--- config.mk ---
export PLATFORM = sky130hd
export DESIGN_NAME = mipsCore
export DESIGN_NICKNAME = d
export VERILOG_FILES = /design/src/design/mipsPkg.sv /design/src/design/pipeReg.sv /design/src/design/decoder.sv /design/src/design/aluUnit.sv /design/src/design/hazardUnit.sv /design/src/design/memApbMaster.sv /design/src/design/dataPath.sv /design/src/design/mipsCore.sv
export VERILOG_INCLUDE_DIRS = /design/src /design/src/design
export SDC_FILE = /design/constraint.sdc
export NUM_CORES = 2
export LEC_CHECK = 0
export BUFFER_PORTS_ARGS = -buffer_cell sky130_fd_sc_hd__buf_2
export CORE_ASPECT_RATIO = 0.7
export CORE_MARGIN = 2
export CORE_UTILIZATION = 40
export DETAILED_ROUTE_END_ITERATION = 10
export GPL_ROUTABILITY_DRIVEN = 0
export GPL_TIMING_DRIVEN = 0
export HOLD_SLACK_MARGIN = 0.06
export PLACE_DENSITY = 0.51
export RECOVER_POWER = 100
export SLEW_MARGIN = 20
export SYNTH_ARGS = -nofsm -noshare
export SYNTH_HDL_FRONTEND = slang
export SYNTH_SLANG_ARGS = --single-unit
--- constraint.sdc ---
create_clock -name clk -period 9.1 [get_ports clk]
set_input_delay 1.365 -clock clk [delete_from_list [all_inputs] [get_ports clk]]
set_output_delay 1.365 -clock clk [all_outputs]
set_load 0.1 [all_outputs]
--- src/design/mipsCore_config.svh ---
`ifndef MIPS_CORE_CONFIG_SVH
`define MIPS_CORE_CONFIG_SVH

// ==========================================================================
// core build options
// ==========================================================================

// first fetch address out of reset
`define MIPS_RESET_PC 32'h0000_0000

// general purpose registers, r0 reads as zero
`define MIPS_REG_COUNT 32

// data path and address width
`define MIPS_XLEN 32

`endif

--- src/design/mipsPkg.sv ---
`include "mipsCore_config.svh"

package mipsPkg;

	typedef logic [`MIPS_XLEN-1:0] word_t;
	typedef logic [$clog2(`MIPS_REG_COUNT)-1:0] regAddr_t;

	// primary opcode field
	typedef enum logic [5:0] {
		opRtype = 6'h00,
		opJ     = 6'h02,
		opBeq   = 6'h04,
		opBne   = 6'h05,
		opAddiu = 6'h09,
		opOri   = 6'h0d,
		opLui   = 6'h0f,
		opLw    = 6'h23,
		opSw    = 6'h2b
	} opcode_t;

	// funct field of r-type
	typedef enum logic [5:0] {
		fnAddu = 6'h21,
		fnSubu = 6'h23,
		fnAnd  = 6'h24,
		fnOr   = 6'h25,
		fnSlt  = 6'h2a
	} funct_t;

	typedef enum logic [2:0] {
		aluAdd,
		aluSub,
		aluAnd,
		aluOr,
		aluSlt,
		aluLui
	} aluOp_t;

	// all zero is a bubble
	typedef struct packed {
		logic   regWrite;
		logic   memToReg;
		logic   memRead;
		logic   memWrite;
		logic   aluSrcImm;
		logic   regDstRd;
		logic   zeroExt;
		aluOp_t aluOp;
	} ctrl_t;

	typedef enum logic [1:0] {
		fwdReg,
		fwdMem,
		fwdWb
	} fwdSel_t;

	// ======================================================================
	// stage boundary payloads
	// ======================================================================

	typedef struct packed {
		word_t pc;
		word_t instr;
	} decStage_t;

	typedef struct packed {
		ctrl_t    ctrl;
		word_t    srcA;
		word_t    srcB;
		word_t    imm;
		regAddr_t rs;
		regAddr_t rt;
		regAddr_t rd;
	} exStage_t;

	typedef struct packed {
		ctrl_t    ctrl;
		word_t    aluOut;
		word_t    storeData;
		regAddr_t writeReg;
	} memStage_t;

	typedef struct packed {
		logic     regWrite;
		logic     memToReg;
		word_t    aluOut;
		word_t    loadData;
		regAddr_t writeReg;
	} wbStage_t;

	// ======================================================================
	// apb data port and retire trace
	// ======================================================================

	typedef struct packed {
		logic  psel;
		logic  penable;
		logic  pwrite;
		word_t paddr;
		word_t pwdata;
	} apbReq_t;

	typedef struct packed {
		word_t prdata;
		logic  pready;
	} apbRsp_t;

	typedef struct packed {
		logic     valid;
		regAddr_t regIdx;
		word_t    data;
	} wbInfo_t;

endpackage

--- src/design/pipeReg.sv ---
module pipeReg #(
	parameter type payload_t = mipsPkg::decStage_t
) (
	input  logic     clk,
	input  logic     rstN,
	input  logic     en,
	input  logic     clr,
	input  payload_t d,
	output payload_t q
);

	// zero payload carries no control bits, so it retires as a bubble
	always_ff @(posedge clk) begin
		if (!rstN || clr) begin
			q <= '0;
		end else if (en) begin
			q <= d;
		end
	end

endmodule

--- src/design/decoder.sv ---
module decoder (
	input  mipsPkg::word_t instr,
	output mipsPkg::ctrl_t ctrl,
	output logic           branch,
	output logic           bne,
	output logic           jump
);

	mipsPkg::opcode_t opcode;
	mipsPkg::funct_t  funct;

	assign opcode = mipsPkg::opcode_t'(instr[31:26]);
	assign funct  = mipsPkg::funct_t'(instr[5:0]);

	always_comb begin
		ctrl   = '0;
		branch = 1'b0;
		bne    = 1'b0;
		jump   = 1'b0;
		case (opcode)
			mipsPkg::opRtype: begin
				ctrl.regWrite = 1'b1;
				ctrl.regDstRd = 1'b1;
				case (funct)
					mipsPkg::fnAddu: ctrl.aluOp = mipsPkg::aluAdd;
					mipsPkg::fnSubu: ctrl.aluOp = mipsPkg::aluSub;
					mipsPkg::fnAnd:  ctrl.aluOp = mipsPkg::aluAnd;
					mipsPkg::fnOr:   ctrl.aluOp = mipsPkg::aluOr;
					mipsPkg::fnSlt:  ctrl.aluOp = mipsPkg::aluSlt;
					// nop and unsupported funct
					default:         ctrl = '0;
				endcase
			end
			mipsPkg::opAddiu: begin
				ctrl.regWrite  = 1'b1;
				ctrl.aluSrcImm = 1'b1;
				ctrl.aluOp     = mipsPkg::aluAdd;
			end
			mipsPkg::opOri: begin
				ctrl.regWrite  = 1'b1;
				ctrl.aluSrcImm = 1'b1;
				ctrl.zeroExt   = 1'b1;
				ctrl.aluOp     = mipsPkg::aluOr;
			end
			mipsPkg::opLui: begin
				ctrl.regWrite  = 1'b1;
				ctrl.aluSrcImm = 1'b1;
				ctrl.aluOp     = mipsPkg::aluLui;
			end
			mipsPkg::opLw: begin
				ctrl.regWrite  = 1'b1;
				ctrl.memToReg  = 1'b1;
				ctrl.memRead   = 1'b1;
				ctrl.aluSrcImm = 1'b1;
				ctrl.aluOp     = mipsPkg::aluAdd;
			end
			mipsPkg::opSw: begin
				ctrl.memWrite  = 1'b1;
				ctrl.aluSrcImm = 1'b1;
				ctrl.aluOp     = mipsPkg::aluAdd;
			end
			// branches only steer the pc, no register write
			mipsPkg::opBeq: branch = 1'b1;
			mipsPkg::opBne: begin
				branch = 1'b1;
				bne    = 1'b1;
			end
			mipsPkg::opJ: jump = 1'b1;
			default: ctrl = '0;
		endcase
	end

endmodule

--- src/design/aluUnit.sv ---
module aluUnit (
	input  mipsPkg::aluOp_t aluOp,
	input  mipsPkg::word_t  a,
	input  mipsPkg::word_t  b,
	output mipsPkg::word_t  y
);

	mipsPkg::word_t diff;
	logic           lessThan;

	assign diff = a - b;

	// signed compare from the operand signs and the difference
	always_comb begin
		if (a[31] != b[31]) begin
			lessThan = a[31];
		end else begin
			lessThan = diff[31];
		end
	end

	always_comb begin
		case (aluOp)
			mipsPkg::aluAdd: y = a + b;
			mipsPkg::aluSub: y = diff;
			mipsPkg::aluAnd: y = a & b;
			mipsPkg::aluOr:  y = a | b;
			mipsPkg::aluSlt: y = {31'h0, lessThan};
			// immediate half moves to the top
			mipsPkg::aluLui: y = {b[15:0], 16'h0000};
			default:         y = '0;
		endcase
	end

endmodule

--- src/design/hazardUnit.sv ---
module hazardUnit (
	input  mipsPkg::regAddr_t rsD,
	input  mipsPkg::regAddr_t rtD,
	input  mipsPkg::regAddr_t rsE,
	input  mipsPkg::regAddr_t rtE,
	input  mipsPkg::regAddr_t writeRegE,
	input  mipsPkg::regAddr_t writeRegM,
	input  mipsPkg::regAddr_t writeRegW,
	input  logic              branchD,
	input  logic              regWriteE,
	input  logic              memReadE,
	input  logic              regWriteM,
	input  logic              memReadM,
	input  logic              regWriteW,
	input  logic              memBusy,
	output logic              stallF,
	output logic              stallD,
	output logic              flushE,
	output logic              forwardAD,
	output logic              forwardBD,
	output mipsPkg::fwdSel_t  forwardAE,
	output mipsPkg::fwdSel_t  forwardBE,
	output logic              hold
);

	logic lwStall;
	logic branchStall;

	// memory stage wins over writeback, r0 is never forwarded
	function automatic mipsPkg::fwdSel_t pickSource(
		input mipsPkg::regAddr_t src,
		input mipsPkg::regAddr_t regM,
		input logic              wrM,
		input mipsPkg::regAddr_t regW,
		input logic              wrW
	);
		if (src != '0 && wrM && src == regM) begin
			return mipsPkg::fwdMem;
		end else if (src != '0 && wrW && src == regW) begin
			return mipsPkg::fwdWb;
		end
		return mipsPkg::fwdReg;
	endfunction

	assign forwardAE = pickSource(rsE, writeRegM, regWriteM, writeRegW, regWriteW);
	assign forwardBE = pickSource(rtE, writeRegM, regWriteM, writeRegW, regWriteW);

	// decode compare only takes alu results from memory
	assign forwardAD = rsD != '0 && regWriteM && !memReadM && rsD == writeRegM;
	assign forwardBD = rtD != '0 && regWriteM && !memReadM && rtD == writeRegM;

	assign lwStall = memReadE && (writeRegE == rsD || writeRegE == rtD);

	always_comb begin
		branchStall = 1'b0;
		if (branchD) begin
			// result still in execute
			if (regWriteE && writeRegE != '0 && (writeRegE == rsD || writeRegE == rtD)) begin
				branchStall = 1'b1;
			end
			// load data not back yet
			if (memReadM && writeRegM != '0 && (writeRegM == rsD || writeRegM == rtD)) begin
				branchStall = 1'b1;
			end
		end
	end

	assign hold   = memBusy;
	assign stallF = lwStall || branchStall || memBusy;
	assign stallD = lwStall || branchStall || memBusy;
	// a frozen pipe keeps execute as it is
	assign flushE = (lwStall || branchStall) && !memBusy;

endmodule

--- src/design/memApbMaster.sv ---
module memApbMaster (
	input  logic               clk,
	input  logic               rstN,
	input  mipsPkg::memStage_t req,
	input  logic               hold,
	output mipsPkg::apbReq_t   apbReq,
	input  mipsPkg::apbRsp_t   apbRsp,
	output logic               busy,
	output mipsPkg::word_t     loadData
);

	typedef enum logic {
		stSetup,
		stAccess
	} state_t;

	state_t state;
	state_t stateNext;
	logic   start;

	// a load or store sits in the memory stage
	assign start = req.ctrl.memRead || req.ctrl.memWrite;

	always_comb begin
		stateNext = state;
		case (state)
			stSetup:  if (start) stateNext = stAccess;
			stAccess: if (apbRsp.pready) stateNext = stSetup;
			default:  stateNext = stSetup;
		endcase
	end

	// the memory stage moves on in the same cycle that pready ends the access
	always_ff @(posedge clk) begin
		if (!rstN) begin
			state <= stSetup;
		end else begin
			state <= stateNext;
		end
	end

	// setup phase straight from the memory stage register
	assign apbReq.psel    = (state == stAccess) || start;
	assign apbReq.penable = (state == stAccess);
	assign apbReq.pwrite  = req.ctrl.memWrite;
	assign apbReq.paddr   = {req.aluOut[31:2], 2'b00};
	assign apbReq.pwdata  = req.storeData;

	assign busy     = (state == stSetup) ? start : !apbRsp.pready;
	assign loadData = apbRsp.prdata;

endmodule

--- src/design/dataPath.sv ---
`include "mipsCore_config.svh"

module dataPath (
	input  logic               clk,
	input  logic               rstN,
	output mipsPkg::word_t     instrAddr,
	input  mipsPkg::word_t     instr,
	input  mipsPkg::ctrl_t     ctrlD,
	input  logic               branchD,
	input  logic               bneD,
	input  logic               jumpD,
	output mipsPkg::word_t     instrD,
	input  logic               stallF,
	input  logic               stallD,
	input  logic               flushE,
	input  logic               hold,
	input  logic               forwardAD,
	input  logic               forwardBD,
	input  mipsPkg::fwdSel_t   forwardAE,
	input  mipsPkg::fwdSel_t   forwardBE,
	output mipsPkg::regAddr_t  rsD,
	output mipsPkg::regAddr_t  rtD,
	output mipsPkg::regAddr_t  rsE,
	output mipsPkg::regAddr_t  rtE,
	output mipsPkg::regAddr_t  writeRegE,
	output mipsPkg::regAddr_t  writeRegM,
	output mipsPkg::regAddr_t  writeRegW,
	output logic               regWriteE,
	output logic               memReadE,
	output logic               regWriteM,
	output logic               memReadM,
	output logic               regWriteW,
	output mipsPkg::memStage_t memReq,
	input  mipsPkg::word_t     loadData,
	input  logic               memBusy,
	output mipsPkg::wbInfo_t   wbInfo
);

	mipsPkg::decStage_t decIn, decQ;
	mipsPkg::exStage_t  exIn, exQ;
	mipsPkg::memStage_t memIn, memQ;
	mipsPkg::wbStage_t  wbIn, wbQ;

	mipsPkg::word_t pcF, pcNext, pcPlus4F;
	mipsPkg::word_t pcPlus4D, immD, rdA, rdB, srcAD, srcBD;
	mipsPkg::word_t branchTarget, jumpTarget;
	mipsPkg::word_t srcAE, srcBE, aluB, aluOutE, resultW;
	mipsPkg::word_t regFile [`MIPS_REG_COUNT];
	logic           takeBranch;

	function automatic mipsPkg::word_t pickOperand(
		input mipsPkg::fwdSel_t sel,
		input mipsPkg::word_t   fromReg,
		input mipsPkg::word_t   fromMem,
		input mipsPkg::word_t   fromWb
	);
		case (sel)
			mipsPkg::fwdMem: return fromMem;
			mipsPkg::fwdWb:  return fromWb;
			default:         return fromReg;
		endcase
	endfunction

	// ======================================================================
	// fetch
	// ======================================================================

	always_ff @(posedge clk) begin
		if (!rstN) begin
			pcF <= `MIPS_RESET_PC;
		end else if (!stallF) begin
			pcF <= pcNext;
		end
	end

	assign instrAddr = pcF;
	assign pcPlus4F  = pcF + 32'd4;
	assign decIn     = '{pc: pcF, instr: instr};

	pipeReg #(.payload_t(mipsPkg::decStage_t)) regFD (
		.clk(clk), .rstN(rstN), .en(!stallD), .clr(1'b0), .d(decIn), .q(decQ)
	);

	// ======================================================================
	// decode, branch and jump resolve here
	// ======================================================================

	assign instrD = decQ.instr;
	assign rsD    = decQ.instr[25:21];
	assign rtD    = decQ.instr[20:16];

	// r0 reads as zero
	assign rdA = (rsD == '0) ? '0 : regFile[rsD];
	assign rdB = (rtD == '0) ? '0 : regFile[rtD];

	assign srcAD = forwardAD ? memQ.aluOut : rdA;
	assign srcBD = forwardBD ? memQ.aluOut : rdB;

	assign immD = ctrlD.zeroExt ? {16'h0000, decQ.instr[15:0]}
	                            : {{16{decQ.instr[15]}}, decQ.instr[15:0]};

	assign pcPlus4D     = decQ.pc + 32'd4;
	assign branchTarget = pcPlus4D + {immD[29:0], 2'b00};
	assign jumpTarget   = {pcPlus4D[31:28], decQ.instr[25:0], 2'b00};
	assign takeBranch   = branchD && ((srcAD == srcBD) != bneD);

	// delay slot already in fetch, so the target follows it
	assign pcNext = jumpD ? jumpTarget : (takeBranch ? branchTarget : pcPlus4F);

	always_comb begin
		if (hold) begin
			// frozen execute keeps its forwarded operands as writeback drains
			exIn      = exQ;
			exIn.srcA = srcAE;
			exIn.srcB = srcBE;
		end else begin
			exIn.ctrl = ctrlD;
			exIn.srcA = rdA;
			exIn.srcB = rdB;
			exIn.imm  = immD;
			exIn.rs   = rsD;
			exIn.rt   = rtD;
			exIn.rd   = decQ.instr[15:11];
		end
	end

	pipeReg #(.payload_t(mipsPkg::exStage_t)) regDE (
		.clk(clk), .rstN(rstN), .en(1'b1), .clr(flushE), .d(exIn), .q(exQ)
	);

	// ======================================================================
	// execute
	// ======================================================================

	assign rsE       = exQ.rs;
	assign rtE       = exQ.rt;
	assign regWriteE = exQ.ctrl.regWrite;
	assign memReadE  = exQ.ctrl.memRead;
	assign writeRegE = exQ.ctrl.regDstRd ? exQ.rd : exQ.rt;

	assign srcAE = pickOperand(forwardAE, exQ.srcA, memQ.aluOut, resultW);
	assign srcBE = pickOperand(forwardBE, exQ.srcB, memQ.aluOut, resultW);
	assign aluB  = exQ.ctrl.aluSrcImm ? exQ.imm : srcBE;

	aluUnit alu (
		.aluOp(exQ.ctrl.aluOp),
		.a    (srcAE),
		.b    (aluB),
		.y    (aluOutE)
	);

	assign memIn = '{ctrl: exQ.ctrl, aluOut: aluOutE, storeData: srcBE, writeReg: writeRegE};

	pipeReg #(.payload_t(mipsPkg::memStage_t)) regEM (
		.clk(clk), .rstN(rstN), .en(!hold), .clr(1'b0), .d(memIn), .q(memQ)
	);

	// ======================================================================
	// memory and writeback
	// ======================================================================

	assign memReq    = memQ;
	assign regWriteM = memQ.ctrl.regWrite;
	assign memReadM  = memQ.ctrl.memRead;
	assign writeRegM = memQ.writeReg;

	assign wbIn.regWrite = memQ.ctrl.regWrite;
	assign wbIn.memToReg = memQ.ctrl.memToReg;
	assign wbIn.aluOut   = memQ.aluOut;
	assign wbIn.loadData = loadData;
	assign wbIn.writeReg = memQ.writeReg;

	// bubble into writeback while the bus is waiting
	pipeReg #(.payload_t(mipsPkg::wbStage_t)) regMW (
		.clk(clk), .rstN(rstN), .en(1'b1), .clr(memBusy), .d(wbIn), .q(wbQ)
	);

	assign regWriteW = wbQ.regWrite;
	assign writeRegW = wbQ.writeReg;
	assign resultW   = wbQ.memToReg ? wbQ.loadData : wbQ.aluOut;

	// falling edge write, decode reads the new value in the same cycle
	always_ff @(negedge clk) begin
		if (wbQ.regWrite && wbQ.writeReg != '0) begin
			regFile[wbQ.writeReg] <= resultW;
		end
	end

	assign wbInfo.valid  = wbQ.regWrite && (wbQ.writeReg != '0);
	assign wbInfo.regIdx = wbQ.writeReg;
	assign wbInfo.data   = resultW;

endmodule

--- src/design/mipsCore.sv ---
module mipsCore (
	input  logic             clk,
	input  logic             rstN,
	output mipsPkg::word_t   instrAddr,
	input  mipsPkg::word_t   instr,
	output mipsPkg::apbReq_t apbReq,
	input  mipsPkg::apbRsp_t apbRsp,
	output mipsPkg::wbInfo_t wbInfo
);

	mipsPkg::word_t     instrD, loadData;
	mipsPkg::ctrl_t     ctrlD;
	mipsPkg::memStage_t memReq;
	mipsPkg::fwdSel_t   forwardAE, forwardBE;
	mipsPkg::regAddr_t  rsD, rtD, rsE, rtE, writeRegE, writeRegM, writeRegW;
	logic branchD, bneD, jumpD;
	logic stallF, stallD, flushE, hold, forwardAD, forwardBD, memBusy;
	logic regWriteE, memReadE, regWriteM, memReadM, regWriteW;

	decoder dec (
		.instr(instrD), .ctrl(ctrlD), .branch(branchD), .bne(bneD), .jump(jumpD)
	);

	dataPath dp (
		.clk(clk), .rstN(rstN), .instrAddr(instrAddr), .instr(instr),
		.ctrlD(ctrlD), .branchD(branchD), .bneD(bneD), .jumpD(jumpD), .instrD(instrD),
		.stallF(stallF), .stallD(stallD), .flushE(flushE), .hold(hold),
		.forwardAD(forwardAD), .forwardBD(forwardBD),
		.forwardAE(forwardAE), .forwardBE(forwardBE),
		.rsD(rsD), .rtD(rtD), .rsE(rsE), .rtE(rtE),
		.writeRegE(writeRegE), .writeRegM(writeRegM), .writeRegW(writeRegW),
		.regWriteE(regWriteE), .memReadE(memReadE), .regWriteM(regWriteM),
		.memReadM(memReadM), .regWriteW(regWriteW),
		.memReq(memReq), .loadData(loadData), .memBusy(memBusy), .wbInfo(wbInfo)
	);

	hazardUnit hz (
		.rsD(rsD), .rtD(rtD), .rsE(rsE), .rtE(rtE),
		.writeRegE(writeRegE), .writeRegM(writeRegM), .writeRegW(writeRegW),
		.branchD(branchD), .regWriteE(regWriteE), .memReadE(memReadE),
		.regWriteM(regWriteM), .memReadM(memReadM), .regWriteW(regWriteW),
		.memBusy(memBusy), .stallF(stallF), .stallD(stallD), .flushE(flushE),
		.forwardAD(forwardAD), .forwardBD(forwardBD),
		.forwardAE(forwardAE), .forwardBE(forwardBE), .hold(hold)
	);

	memApbMaster apb (
		.clk(clk), .rstN(rstN), .req(memReq), .hold(hold),
		.apbReq(apbReq), .apbRsp(apbRsp), .busy(memBusy), .loadData(loadData)
	);

endmodule

==> results.md <==
- Class of the worst hold path: flip-flop to flip-flop
- TritonCTS Sinks: 1363
- Post-Syn Instances: ~5400
- Syn Area/Cell: 13.0 um^2
- Boundary Pins: roughly 200
- Commonest cells after routing, fill and taps aside: 1154 x inv_1, 1024 x edfxtp_1, 435 x nand2_1
- Commonest non-fill, non-tap cell in the layout: inv_1
- Hold Fails Final Rpt: 0
- Worst path required time: between 4 and 5 ns
- Critical path, cell by cell: clkbuf_1 -> or3b_2 -> nor2_1 -> clkbuf_1 -> buf_16 -> buf_2
- Final wirelength: about 340000 um
- Count of pins over their slew limit: 888
- Pwr Density: roughly 220 nW/um^2
- Number of antenna violations at the first check in global routing: 20
- Critical Path AT: 5.12 ns
- Reg2reg start: dp.regMW.q[2]$_SDFF_PP0_
- WS Path Type: flip-flop to flip-flop
- Met1 GRT Util: a little over half
- Crit. End Element: flip-flop
- CORE AREA: between 150000 and 200000 um^2
- Crit-path max cell delay: 1.32 ns
- Routed Antenna Nets: 0
- All-layer global routing usage: between 30% and 40%
- Seq/Total Area, Yosys: 53.6%
- Most frequent CP cell: clkbuf_1
- H-tree lvl count: 4
- R2r setup slk: -0.13 ns
- Startpoint class of the critical path: flip-flop
- Ys Warns: 0
- Outcome: complete, but fails checks
- Layout cell share with drive strength beyond 1: ~17%
- Vias in the first global route: ~57000
- Grt total ovfl: 0
- P_leak: between 30 and 40 nW
- Hold_buf cts: 0
- DP Area: roughly 77000 um^2
- Die height: ~350 um
- Asr flop ratio synth: 0%
- Peak supply drop: 0.000216 V
- Final setup vio count: 70
- Crit path launch: dp.regMW.q[2]$_SDFF_PP0_
- DR iter-0 viols: ~11000
- Critical Path Fanout Max: 11
- Largest net degree at the start of global routing: 36
- Vias per cell: between 6 and 7
- Die area: 178000 um^2
- Port-buffer cells: 201
- Relative slew slack: -29.3%
- CTS Root Cell: clkbuf_16
- Nets: a little over 7000
- Worst slew pin tran: 1.93 ns
- Finished Core Util: between 40% and 50%
- Longest Clk Path Bufs: 3
- Failing checks: max-capacitance violations, max-slew violations, negative setup slack
- Routed wire per std cell: about 36 um
- First-pass GRT wire length: 453000 um
- Worst Skew: 0.0587 ns
- GR Util met3: between 10% and 20%
- MaxCap Viol Count: between 50 and 60
- Site Rows: 128
- Residual DRC: 0
- Effective utilization at floorplan: 40.3%
- RSZ-0062 raised after global routing: no
- Iteration count of the initial detailed-routing pass: 6
- CTS clk-pin slew, worst paths: around 0.06 ns
- Netlist cell types: 92
- CP max-delay cell: clkbuf_1
- Vias after detailed routing: 60400
- Design area: about 84000 um^2
- Met2 GRT Util: between 40% and 50%
- Synth Flop Type: edfxtp_1
- EDFF count, synth: approximately 1000
- Die span in x: 504 um
- Worst-skew pair later-pin latency: approximately 0.83 ns
- Final HPWL DP: about 240000 um
- TritonCTS buffer count: 146
- Worst Min Path Start: dp.regFD.q[57]$_SDFFE_PN0P_
- Mapped cell area: 70000 um^2
- GR peak layer: met1
- FF+latch count, synth: roughly 1400
- CTS tree: built
- Post-layout worst setup margin: -0.133 ns
- Area Growth Syn to Fin: 20.2%
kinds of logic after synthesis:
family / share of synthesized area (%)
flops: 53.6
simple gates: 8.08
compound gates: 11.1
mux: 18.4
buf+inv: 4.11
xor+xnor: 2.33
fa+ha+maj: 2.38
other cells: 0.00536
cell type report:
class | count | area [um^2]
diodes | 9 | 22.5
plain buffers | 480 | 2480
clock buffers | 165 | 3920
clock inverters | 1127 | 5160
fillers | 16200 | 89700
inverters | 116 | 444
multi-input cells | 3460 | 29900
flip-flops and latches | 1363 | 37500
well taps | 2340 | 2930
repair buffers | 313 | 1780
repair inverters | 3 | 17.5
sequential cells by signal, indices dropped and copies added, names as in the netlist:
name,flops
apb.state,1
dp.regMW.q,71
dp.regEM.q,72
dp.regFile,1024
dp.regFD.q,64
dp.regDE.q,99
dp.instrAddr,32
per-stage QoR:
stage / setup WS (ns) / total power [mW] / setup TNS [ns] / hold WS (ns) / cells
2_1_floorplan: 0.780 / 9.36 / 0 / 0.428 / 5420
3_3_place_gp: -2.49 / 10.4 / -1480.71 / 0.449 / 7961
3_5_place_dp: -0.419 / 10.4 / -33.01 / 0.453 / 8050
4_1_cts: 0.0313 / 18.3 / 0 / 0.462 / 9354
5_1_grt: 0.00841 / 19.1 / 0 / 0.486 / 9369
6_report: -0.133 / 18.4 / -5.57 / 0.469 / 9376
cells in the mapped netlist (14+ instances only):
library cell	number	area share, %
and3_1	92	0.82
nand2b_1	16	0.14
buf_1	25	0.13
dfxtp_1	339	9.7
xor2_1	54	0.68
o21ai_0	201	1.4
buf_4	108	1.2
nor2_1	338	1.8
o21bai_1	21	0.23
a22o_1	62	0.78
mux2i_1	272	3.9
a211oi_1	54	0.58
xnor2_1	132	1.7
o211ai_1	37	0.40
nand3_1	96	0.69
a211o_1	36	0.45
buf_6	15	0.24
o22ai_1	22	0.20
clkbuf_1	241	1.3
nand3_2	16	0.23
a22oi_1	120	1.3
nand2_1	435	2.3
a21boi_0	73	0.78
a21o_1	32	0.34
nor2b_1	21	0.19
nor3b_1	34	0.36
nand4_1	46	0.41
a2bb2oi_1	31	0.39
edfxtp_1	1024	44
buf_2	89	0.64
o221ai_1	44	0.55
a221oi_1	18	0.23
mux2_2	62	1.0
o21a_1	21	0.23
ha_1	127	2.3
nor3_1	30	0.21
inv_1	114	0.61
a221o_1	14	0.20
a21oi_1	247	1.8
a31oi_1	51	0.46
nor4_1	16	0.14
mux4_2	421	14
routing by layer:
metal / up-vias / part of all wire (%)
met2: 5289 / 38
li1: 23800 / -
met3: 773 / 18
met1: 30500 / 40
met5: - / 0.14
met4: 8 / 4.3
timing repair:
action | CTS | global route
pin swaps | 4 | 8
setup buffers | 11 | 12
cloned | 2 | 1
resized for setup | 16 | 20
endpoints found under the setup margin | 128 | 97
where the power goes:
part	internal (mW)	leakage (nW)	switching (mW)
combinational	0.758	13.1	1.98
sequential	6.89	12.3	0.171
clock	4.53	8.05	4.11
total	12.2	33.4	6.27
critical path, delay by kind of cell (launching register included):
family | cells | cell delay [ns]
buffers and inverters | 4 | 2.44
DFF | 1 | 0.40
and+or+nand+nor | 2 | 1.43
final timing paths:
kind                                                     to  cells after the start
worst min register to register  dp.regFD.q[57]$_SDFFE_PN0P_                      2
worst max-delay path            dp.regFile[7][28]$_DFFE_NP_                      6
worst max register to register  dp.regFile[7][28]$_DFFE_NP_                      6
worst min-delay path            dp.regFD.q[57]$_SDFFE_PN0P_                      2
Power figures use the tool's default switching activity.
